## src/rca_issue_pkg.sv

```systemverilog
package rca_issue_pkg;

    localparam int XLEN = 32;

    typedef logic [3:0] id_t;

    // ======================================================================
    // request kinds from the issue stage
    // ======================================================================
    typedef enum logic [2:0] {
        CFG_GRID_MUX   = 3'd0,
        CFG_CELL_OP    = 3'd1,
        CFG_IO_MUX     = 3'd2,
        CFG_IO_USE     = 3'd3,
        CFG_FB_RESULT  = 3'd4,
        CFG_NFB_RESULT = 3'd5,
        RCA_USE        = 3'd6
    } rca_op_e;

    // ======================================================================
    // grid controller states
    // ======================================================================
    typedef enum logic [1:0] {
        IDLE      = 2'd0,
        COMPUTE   = 2'd1,
        CAPTURE   = 2'd2,
        WRITEBACK = 2'd3
    } ctrl_state_e;

endpackage

```

## src/rca_grid_pkg.sv

```systemverilog
package rca_grid_pkg;

    // ======================================================================
    // grid geometry
    // ======================================================================
    localparam int GRID_NUM_ROWS   = 4;
    localparam int NUM_READ_PORTS  = 2;
    localparam int NUM_WRITE_PORTS = 2;
    localparam int NUM_RCAS        = 2;
    localparam int GRID_MUX_INPUTS = NUM_READ_PORTS + GRID_NUM_ROWS;
    localparam int NUM_GRID_MUXES  = 2 * GRID_NUM_ROWS;

    // io unit result fifo
    localparam int FIFO_DEPTH = 2;
    localparam int FIFO_PTR_W = $clog2(FIFO_DEPTH);
    localparam int FIFO_CNT_W = $clog2(FIFO_DEPTH + 1);

    // ======================================================================
    // configuration field types
    // ======================================================================
    typedef enum logic [1:0] {
        ADD = 2'd0,
        SUB = 2'd1,
        XOR = 2'd2,
        AND = 2'd3
    } cell_op_e;

    // source select of one grid mux, 0/1 are rs1/rs2, 2+k is row k
    typedef logic [$clog2(GRID_MUX_INPUTS)-1:0] grid_sel_t;

    typedef logic [$clog2(GRID_NUM_ROWS)-1:0] row_sel_t;

    typedef logic [$clog2(NUM_RCAS)-1:0] rca_idx_t;

endpackage
```

## src/rca_cfg_if.sv

```systemverilog
`timescale 1ns/1ps

interface rca_cfg_if
    import rca_grid_pkg::*;
();

    // configuration of the bank that is currently running
    grid_sel_t grid_mux_sel [NUM_GRID_MUXES];
    cell_op_e  cell_op [GRID_NUM_ROWS];

    // 0 picks rs1, 1 picks rs2
    logic io_mux_sel [GRID_NUM_ROWS];

    // set bit means the row injects an operand
    logic [GRID_NUM_ROWS-1:0] io_inp_map;

    row_sel_t fb_result_sel [NUM_WRITE_PORTS];
    row_sel_t nfb_result_sel [NUM_WRITE_PORTS];

    modport regs (
        output grid_mux_sel,
        output cell_op,
        output io_mux_sel,
        output io_inp_map,
        output fb_result_sel,
        output nfb_result_sel
    );

    modport grid (
        input grid_mux_sel,
        input cell_op,
        input io_mux_sel,
        input io_inp_map,
        input fb_result_sel,
        input nfb_result_sel
    );

endinterface

```

## src/rca_unit.sv

```systemverilog
`timescale 1ns/1ps

module rca_unit
    import rca_grid_pkg::*, rca_issue_pkg::*;
(
    input  logic            clk,
    input  logic            arst_n,
    input  logic            new_request,
    input  rca_op_e         op,
    input  id_t             id,
    input  rca_idx_t        rca_sel,
    input  logic            use_fb,
    input  logic [2:0]      cfg_addr,
    input  logic [2:0]      cfg_data,
    input  logic [XLEN-1:0] rs1,
    input  logic [XLEN-1:0] rs2,
    output logic            ready,
    output logic            done,
    output id_t             done_id,
    output logic [XLEN-1:0] rd0,
    output logic [XLEN-1:0] rd1
);

    logic                     cfg_wr_en;
    rca_idx_t                 running_rca;
    logic [XLEN-1:0]          buf_rs [NUM_READ_PORTS];
    logic                     capture;
    logic                     clear_fifos;
    logic                     wb_commit;
    logic                     wb_fb;
    id_t                      wb_id;
    logic                     cfg_done;
    logic [XLEN-1:0]          head_data [GRID_NUM_ROWS];
    logic [GRID_NUM_ROWS-1:0] head_valid;
    logic [GRID_NUM_ROWS-1:0] pop;

    rca_cfg_if cfg_bus ();

    rca_config_regs u_config_regs (
        .clk         (clk),
        .arst_n      (arst_n),
        .wr_en       (cfg_wr_en),
        .op          (op),
        .wr_rca      (rca_sel),
        .cfg_addr    (cfg_addr),
        .cfg_data    (cfg_data),
        .running_rca (running_rca),
        .cfg         (cfg_bus.regs)
    );

    rca_grid_control u_grid_control (
        .clk         (clk),
        .arst_n      (arst_n),
        .new_request (new_request),
        .op          (op),
        .id          (id),
        .rca_sel     (rca_sel),
        .use_fb      (use_fb),
        .rs1         (rs1),
        .rs2         (rs2),
        .ready       (ready),
        .cfg_wr_en   (cfg_wr_en),
        .running_rca (running_rca),
        .buf_rs      (buf_rs),
        .capture     (capture),
        .clear_fifos (clear_fifos),
        .wb_commit   (wb_commit),
        .wb_fb       (wb_fb),
        .wb_id       (wb_id),
        .cfg_done    (cfg_done)
    );

    rca_pr_grid u_pr_grid (
        .clk         (clk),
        .arst_n      (arst_n),
        .rs_vals     (buf_rs),
        .capture     (capture),
        .clear_fifos (clear_fifos),
        .pop         (pop),
        .cfg         (cfg_bus.grid),
        .head_data   (head_data),
        .head_valid  (head_valid)
    );

    rca_grid_wb u_grid_wb (
        .clk        (clk),
        .arst_n     (arst_n),
        .head_data  (head_data),
        .head_valid (head_valid),
        .wb_commit  (wb_commit),
        .wb_fb      (wb_fb),
        .wb_id      (wb_id),
        .cfg_done   (cfg_done),
        .cfg_id     (id),
        .cfg        (cfg_bus.grid),
        .pop        (pop),
        .done       (done),
        .done_id    (done_id),
        .rd0        (rd0),
        .rd1        (rd1)
    );

endmodule

```

## src/rca_grid_wb.sv

```systemverilog
`timescale 1ns/1ps

module rca_grid_wb
    import rca_grid_pkg::*, rca_issue_pkg::*;
(
    input  logic                     clk,
    input  logic                     arst_n,
    input  logic [XLEN-1:0]          head_data [GRID_NUM_ROWS],
    input  logic [GRID_NUM_ROWS-1:0] head_valid,
    input  logic                     wb_commit,
    input  logic                     wb_fb,
    input  id_t                      wb_id,
    input  logic                     cfg_done,
    input  id_t                      cfg_id,
    rca_cfg_if.grid                  cfg,
    output logic [GRID_NUM_ROWS-1:0] pop,
    output logic                     done,
    output id_t                      done_id,
    output logic [XLEN-1:0]          rd0,
    output logic [XLEN-1:0]          rd1
);

    row_sel_t        res_row [NUM_WRITE_PORTS];
    logic [XLEN-1:0] res_val [NUM_WRITE_PORTS];

    // result mux, input rows read as zero
    always_comb begin
        for (int j = 0; j < NUM_WRITE_PORTS; j++) begin
            res_row[j] = wb_fb ? cfg.fb_result_sel[j] : cfg.nfb_result_sel[j];
            if (head_valid[res_row[j]] && !cfg.io_inp_map[res_row[j]]) begin
                res_val[j] = head_data[res_row[j]];
            end else begin
                res_val[j] = '0;
            end
        end
    end

    // one pop per row even when both ports share it
    always_comb begin
        pop = '0;
        for (int j = 0; j < NUM_WRITE_PORTS; j++) begin
            if (wb_commit) pop[res_row[j]] = 1'b1;
        end
    end

    always_ff @(posedge clk or negedge arst_n) begin
        if (!arst_n) begin
            done <= 1'b0;
        end else begin
            done <= wb_commit || cfg_done;
        end
    end

    always_ff @(posedge clk) begin
        if (wb_commit) begin
            done_id <= wb_id;
            rd0     <= res_val[0];
            rd1     <= res_val[1];
        end else if (cfg_done) begin
            done_id <= cfg_id;
            rd0     <= '0;
            rd1     <= '0;
        end
    end

endmodule

```

## src/rca_pr_grid.sv

```systemverilog
`timescale 1ns/1ps

module rca_pr_grid
    import rca_grid_pkg::*, rca_issue_pkg::*;
(
    input  logic                     clk,
    input  logic                     arst_n,
    input  logic [XLEN-1:0]          rs_vals [NUM_READ_PORTS],
    input  logic                     capture,
    input  logic                     clear_fifos,
    input  logic [GRID_NUM_ROWS-1:0] pop,
    rca_cfg_if.grid                  cfg,
    output logic [XLEN-1:0]          head_data [GRID_NUM_ROWS],
    output logic [GRID_NUM_ROWS-1:0] head_valid
);

    logic [XLEN-1:0] row_val [GRID_NUM_ROWS];

    function automatic logic [XLEN-1:0] cell_eval(
        input cell_op_e        cop,
        input logic [XLEN-1:0] a,
        input logic [XLEN-1:0] b
    );
        logic [XLEN-1:0] res;
        unique case (cop)
            ADD:     res = a + b;
            SUB:     res = a - b;
            XOR:     res = a ^ b;
            AND:     res = a & b;
            default: res = '0;
        endcase
        return res;
    endfunction

    // ======================================================================
    // grid muxes and row cells, evaluated top row first
    // ======================================================================
    always_comb begin
        logic [XLEN-1:0] src [GRID_MUX_INPUTS];
        logic [XLEN-1:0] a;
        logic [XLEN-1:0] b;
        for (int s = 0; s < GRID_MUX_INPUTS; s++) begin
            src[s] = '0;
        end
        src[0] = rs_vals[0];
        src[1] = rs_vals[1];
        for (int r = 0; r < GRID_NUM_ROWS; r++) begin
            a = '0;
            b = '0;
            // only operands and rows above this one are reachable
            for (int s = 0; s < GRID_MUX_INPUTS; s++) begin
                if (s < NUM_READ_PORTS + r) begin
                    if (cfg.grid_mux_sel[2*r] == grid_sel_t'(s)) a = src[s];
                    if (cfg.grid_mux_sel[2*r+1] == grid_sel_t'(s)) b = src[s];
                end
            end
            if (cfg.io_inp_map[r]) begin
                row_val[r] = rs_vals[cfg.io_mux_sel[r]];
            end else begin
                row_val[r] = cell_eval(cfg.cell_op[r], a, b);
            end
            src[NUM_READ_PORTS+r] = row_val[r];
        end
    end

    // ======================================================================
    // io unit result fifos
    // ======================================================================
    for (genvar r = 0; r < GRID_NUM_ROWS; r++) begin : g_io
        logic [XLEN-1:0]       mem [FIFO_DEPTH];
        logic [FIFO_PTR_W-1:0] wr_ptr;
        logic [FIFO_PTR_W-1:0] rd_ptr;
        logic [FIFO_CNT_W-1:0] count;
        logic                  push;
        logic                  do_pop;

        assign push   = capture && !cfg.io_inp_map[r] && (count != FIFO_CNT_W'(FIFO_DEPTH));
        assign do_pop = pop[r] && (count != '0);

        always_ff @(posedge clk or negedge arst_n) begin
            if (!arst_n) begin
                wr_ptr <= '0;
                rd_ptr <= '0;
                count  <= '0;
            end else if (clear_fifos) begin
                wr_ptr <= '0;
                rd_ptr <= '0;
                count  <= '0;
            end else begin
                if (push) wr_ptr <= wr_ptr + 1'b1;
                if (do_pop) rd_ptr <= rd_ptr + 1'b1;
                count <= count + FIFO_CNT_W'(push) - FIFO_CNT_W'(do_pop);
            end
        end

        always_ff @(posedge clk) begin
            if (push && !clear_fifos) begin
                mem[wr_ptr] <= row_val[r];
            end
        end

        assign head_data[r]  = mem[rd_ptr];
        assign head_valid[r] = (count != '0);
    end

endmodule

```

## src/rca_grid_control.sv

```systemverilog
`timescale 1ns/1ps

module rca_grid_control
    import rca_grid_pkg::*, rca_issue_pkg::*;
(
    input  logic            clk,
    input  logic            arst_n,
    input  logic            new_request,
    input  rca_op_e         op,
    input  id_t             id,
    input  rca_idx_t        rca_sel,
    input  logic            use_fb,
    input  logic [XLEN-1:0] rs1,
    input  logic [XLEN-1:0] rs2,
    output logic            ready,
    output logic            cfg_wr_en,
    output rca_idx_t        running_rca,
    output logic [XLEN-1:0] buf_rs [NUM_READ_PORTS],
    output logic            capture,
    output logic            clear_fifos,
    output logic            wb_commit,
    output logic            wb_fb,
    output id_t             wb_id,
    output logic            cfg_done
);

    ctrl_state_e state;
    ctrl_state_e state_next;
    logic        accept;
    logic        accept_use;

    assign accept     = new_request && (state == IDLE);
    assign accept_use = accept && (op == RCA_USE);

    assign ready       = (state == IDLE);
    assign cfg_wr_en   = accept && (op != RCA_USE);
    assign cfg_done    = cfg_wr_en;
    assign clear_fifos = accept_use;
    assign capture     = (state == CAPTURE);
    assign wb_commit   = (state == WRITEBACK);

    always_comb begin
        state_next = state;
        unique case (state)
            IDLE:      if (accept_use) state_next = COMPUTE;
            COMPUTE:   state_next = CAPTURE;
            CAPTURE:   state_next = WRITEBACK;
            WRITEBACK: state_next = IDLE;
            default:   state_next = IDLE;
        endcase
    end

    always_ff @(posedge clk or negedge arst_n) begin
        if (!arst_n) begin
            state       <= IDLE;
            running_rca <= '0;
            wb_fb       <= 1'b0;
        end else begin
            state <= state_next;
            if (accept_use) begin
                running_rca <= rca_sel;
                wb_fb       <= use_fb;
            end
        end
    end

    // operand buffer, held for the whole use
    always_ff @(posedge clk) begin
        if (accept_use) begin
            buf_rs[0] <= rs1;
            buf_rs[1] <= rs2;
            wb_id     <= id;
        end
    end

endmodule

```

## src/rca_config_regs.sv

```systemverilog
`timescale 1ns/1ps

module rca_config_regs
    import rca_grid_pkg::*, rca_issue_pkg::*;
(
    input  logic     clk,
    input  logic     arst_n,
    input  logic     wr_en,
    input  rca_op_e  op,
    input  rca_idx_t wr_rca,
    input  logic [2:0] cfg_addr,
    input  logic [2:0] cfg_data,
    input  rca_idx_t running_rca,
    rca_cfg_if.regs  cfg
);

    grid_sel_t grid_mux_bank [NUM_RCAS][NUM_GRID_MUXES];
    cell_op_e  cell_op_bank [NUM_RCAS][GRID_NUM_ROWS];
    logic      io_mux_bank [NUM_RCAS][GRID_NUM_ROWS];
    logic [GRID_NUM_ROWS-1:0] io_inp_bank [NUM_RCAS];
    row_sel_t  fb_result_bank [NUM_RCAS][NUM_WRITE_PORTS];
    row_sel_t  nfb_result_bank [NUM_RCAS][NUM_WRITE_PORTS];

    row_sel_t row_addr;
    logic     port_addr;

    assign row_addr  = row_sel_t'(cfg_addr[1:0]);
    assign port_addr = cfg_addr[0];

    // ======================================================================
    // write decode
    // ======================================================================
    always_ff @(posedge clk or negedge arst_n) begin
        if (!arst_n) begin
            for (int b = 0; b < NUM_RCAS; b++) begin
                for (int m = 0; m < NUM_GRID_MUXES; m++) begin
                    grid_mux_bank[b][m] <= '0;
                end
                for (int r = 0; r < GRID_NUM_ROWS; r++) begin
                    cell_op_bank[b][r] <= ADD;
                    io_mux_bank[b][r]  <= 1'b0;
                end
                io_inp_bank[b] <= '0;
                for (int p = 0; p < NUM_WRITE_PORTS; p++) begin
                    fb_result_bank[b][p]  <= '0;
                    nfb_result_bank[b][p] <= '0;
                end
            end
        end else if (wr_en) begin
            unique case (op)
                CFG_GRID_MUX:   grid_mux_bank[wr_rca][cfg_addr] <= grid_sel_t'(cfg_data);
                CFG_CELL_OP:    cell_op_bank[wr_rca][row_addr] <= cell_op_e'(cfg_data[1:0]);
                CFG_IO_MUX:     io_mux_bank[wr_rca][row_addr] <= cfg_data[0];
                CFG_IO_USE:     io_inp_bank[wr_rca][row_addr] <= cfg_data[0];
                CFG_FB_RESULT:  fb_result_bank[wr_rca][port_addr] <= row_sel_t'(cfg_data[1:0]);
                CFG_NFB_RESULT: nfb_result_bank[wr_rca][port_addr] <= row_sel_t'(cfg_data[1:0]);
                default: ;
            endcase
        end
    end

    // ======================================================================
    // readout of the running bank
    // ======================================================================
    always_comb begin
        for (int m = 0; m < NUM_GRID_MUXES; m++) begin
            cfg.grid_mux_sel[m] = grid_mux_bank[running_rca][m];
        end
        for (int r = 0; r < GRID_NUM_ROWS; r++) begin
            cfg.cell_op[r]    = cell_op_bank[running_rca][r];
            cfg.io_mux_sel[r] = io_mux_bank[running_rca][r];
        end
        cfg.io_inp_map = io_inp_bank[running_rca];
        for (int p = 0; p < NUM_WRITE_PORTS; p++) begin
            cfg.fb_result_sel[p]  = fb_result_bank[running_rca][p];
            cfg.nfb_result_sel[p] = nfb_result_bank[running_rca][p];
        end
    end

endmodule

```

## config.mk

```make
export PLATFORM = sky130hd
export DESIGN_NAME = rca_unit
export DESIGN_NICKNAME = d
export VERILOG_FILES = /design/src/rca_issue_pkg.sv /design/src/rca_grid_pkg.sv /design/src/rca_cfg_if.sv /design/src/rca_unit.sv /design/src/rca_grid_wb.sv /design/src/rca_pr_grid.sv /design/src/rca_grid_control.sv /design/src/rca_config_regs.sv
export SDC_FILE = /design/constraint.sdc
export NUM_CORES = 2
export LEC_CHECK = 0
export ABC_AREA = 1
export BUFFER_PORTS_ARGS = -buffer_cell sky130_fd_sc_hd__buf_4
export CAP_MARGIN = 20
export CORE_MARGIN = 2
export CORE_UTILIZATION = 55
export CTS_BUF_LIST = sky130_fd_sc_hd__clkbuf_2 sky130_fd_sc_hd__clkbuf_4 sky130_fd_sc_hd__clkbuf_8
export DETAILED_ROUTE_END_ITERATION = 8
export GPL_TIMING_DRIVEN = 0
export HOLD_SLACK_MARGIN = 0.1
export PLACE_DENSITY = 0.72
export SYNTH_ARGS = -nofsm -noshare
export SYNTH_HDL_FRONTEND = slang
export SYNTH_SLANG_ARGS = --single-unit
export TNS_END_PERCENT = 50
```

## constraint.sdc

```tcl
create_clock -name clk -period 25.4 [get_ports clk]
set_clock_uncertainty 0.2 [all_clocks]
set_input_delay 0 -clock clk [delete_from_list [all_inputs] [get_ports clk]]
set_output_delay 0 -clock clk [all_outputs]
set_load 0.01 [all_outputs]
```

==> results.tsv <==
metric	value	unit
result of the run	complete, but fails checks	
failing checks	design-rule violations	
cts bufs inserted	81	
DRT Wirelength	171	mm
Post-synth EDFFs	392	
worst endpoint data arrival time	15570	ps
Seq/Total Area, Yosys	35.7	%
Worst Setup SP	u_grid_control.running_rca	
Unique masters post-synth	76	
vias per cell	6.30	
mean post-synth cell area	7.50	um^2
DRT antenna net count	0	
Startpoint Class	flop	
Layout area overhead	14.7	%
GP Congestion	1.08	
routed len/inst	24.7	um
Initial Util	55.4	%
grt total ovfl	0	
Crit Path Max Fanout	10	
Critical Path End	u_pr_grid.g_io[3].mem[1][31]	
die area	0.0771	mm^2
Nets	6266	
Hold Vio Cnt, Final	0	
cells after synthesis	5494	
initial antenna violation count	2	
setup ws final	10010	ps
CP peak stage delay	900	ps
max frequency	65.0	MHz
RSZ-0062 raised after global routing	no	
Worst Tran Pin Value	1250	ps
Worst EP required	25580	ps
DRC violations left	2	
count of final max-slew check failures	0	
crit-path most repeated cell	nand2_1	
synthesized cell area	0.0412	mm^2
pre-CTS WS	10630	ps
ys flop type	edfxtp_1	
first-pass GRT wire length	251	mm
Pre-antenna DRT Iters	9	
CTS clk-pin slew, worst paths	70	ps
CP max stage cell	a21boi_0	
CP Capture Type	flop	
Synth area leaders	edfxtp_1 (29%), nand2_1 (15%), ha_1 (8.1%)	
CTS tree	built	
cell depth of the worst flop-to-flop path	71	
number of port buffers	150	
Final Cycle Share	60.6	%
max cap viols	0	
clk_lat worst skew	760	ps
# rows	100	
Fillers	6508	
WS Path Type	reg -> reg	
# IOs	152	
cell taking the most area after synthesis	edfxtp_1	
Final min period	15390	ps
Sequential cell area	0.0147	mm^2
Die Ht	278	um
Final setup viols	0	
commonest cells after routing, fill and taps aside	nand2_1 (1627), inv_1 (433), nor2_1 (417), edfxtp_1 (392), o21ai_0 (388)	
largest net degree at the start of global routing	93	
YS warnings	0	
asr flop ratio synth	23.0	%
DRT iter0 DRCs	6429	
Reg-to-Reg End	u_pr_grid.g_io[3].mem[1][31]	
layout cell share with drive strength beyond 1	8.90	%
worst hold path type	in -> reg	
Slew Limit Headroom	15.7	%
htree depth	3	
FF-to-FF setup slack	10010	ps
dpl hpwl	136	mm
clock buffer depth	3	
clock sinks	509	
core footprint	0.0743	mm^2
Final Hold Slack	163	ps
Horiz. Die Dim	278	um
via count	43800	
Root Driver	clkbuf_8	
Yosys reg bits	509	
gr usage total	43.3	%
multi-input logic area	0.0236	mm^2
TNS Setup	0	ps
number of global-route vias before repair	41400	
most common cell after layout, fill and taps aside	nand2_1	
Mapped Nets	5847	
Yosys top cell area share	28.6	%
RR Startpoint	u_grid_control.running_rca	
through the flow:
stage	util [%]	instances	area (um^2)
4_1_cts	63.6	6945	47200
3_3_place_gp	58.6	6613	43500
3_5_place_dp	58.9	6626	43800
6_report	63.6	6949	47200
5_1_grt	63.6	6947	47200
2_1_floorplan	-	5494	41200
worst min-delay path by stage:
stage,startpoint,endpoint,slack (ps),depth (start not counted)
global route,cfg_addr[2],u_config_regs.grid_mux_bank[4],220,6
finish,op[1],u_config_regs.io_inp_bank[7],160,6
CTS,op[1],u_config_regs.io_inp_bank[7],110,6
floorplan,arst_n,u_config_regs.cell_op_bank[0],-500,0
global placement,rs1[21],u_grid_control.buf_rs[53],-20,1
detailed placement,arst_n,u_config_regs.grid_mux_bank[23],-320,1
critical path: cells and delay by family, from the launching register on:
family / cells / cell delay (ps)
and+or+nand+nor: 30 / 4090
AOI/OAI and AO/OA: 24 / 6440
DFF: 1 / 480
adders and majority gates: 4 / 1440
xor gates and xnor gates: 3 / 480
buffers and inverters: 10 / 1890
per-layer routing:
| metal | up-vias | track usage [%] | part of all wire (%) |
|---|---|---|---|
| met4 | 0 | 25.0 | 6.9 |
| met2 | 3046 | 68.4 | 43 |
| met3 | 716 | 8.20 | 12 |
| met1 | 20100 | 55.6 | 38 |
| met5 | - | 0 | 0 |
| li1 | 19900 | - | - |
synthesized netlist by cell type, types with 91 or more instances:
cell	number
nor2_1	425
a21oi_1	317
a221oi_1	99
nand2_1	1627
inv_1	433
clkbuf_1	193
o21ai_0	388
edfxtp_1	392
dfrtp_1	117
xor2_1	120
nand3_1	209
ha_1	267
o22ai_1	91
cells by family (layout without fill, tap and decap cells):
logic type      count (synthesis)  count (layout)  share of synthesized area [%]
flops                         509             509                           35.7
buf+inv                       741            1224                           7.14
compound gates               1348            1348                           20.6
other cells                     0               3                              0
simple gates                 2460            2460                           24.7
xor+xnor                      147             147                           3.13
fa+ha+maj                     271             271                           8.31
mux                            18              18                          0.447
final cells by class:
| cell class | count | share of cell area, % |
|---|---|---|
| multi-input combinational | 4244 | 50.0 |
| clock inverter | 36 | 0.805 |
| clock buffer | 111 | 2.85 |
| antenna | 3 | 0.0159 |
| timing repair buffer | 336 | 6.47 |
| sequential | 509 | 31.1 |
| buffer | 267 | 2.45 |
| tap | 969 | 2.57 |
| inverter | 474 | 3.78 |
state kept, by name, indices dropped and copies added (netlist names), 16 cells and up:
signal / cells
u_config_regs.cell_op_bank: 16
u_config_regs.grid_mux_bank: 48
u_grid_control.buf_rs: 64
u_grid_wb.rd0: 32
u_grid_wb.rd1: 32
u_pr_grid.g_io.mem: 256
timing repair:
action	CTS	global route
endpoints found under the setup margin	0	0
buffers inserted	0	0
resized for setup	0	0
hold endpoints to repair	319	0
hold buffers	172	0
Power is left out: the tool's default activity adds up to more than one toggle a clock period on the data nets, which glitch-free logic cannot reach.
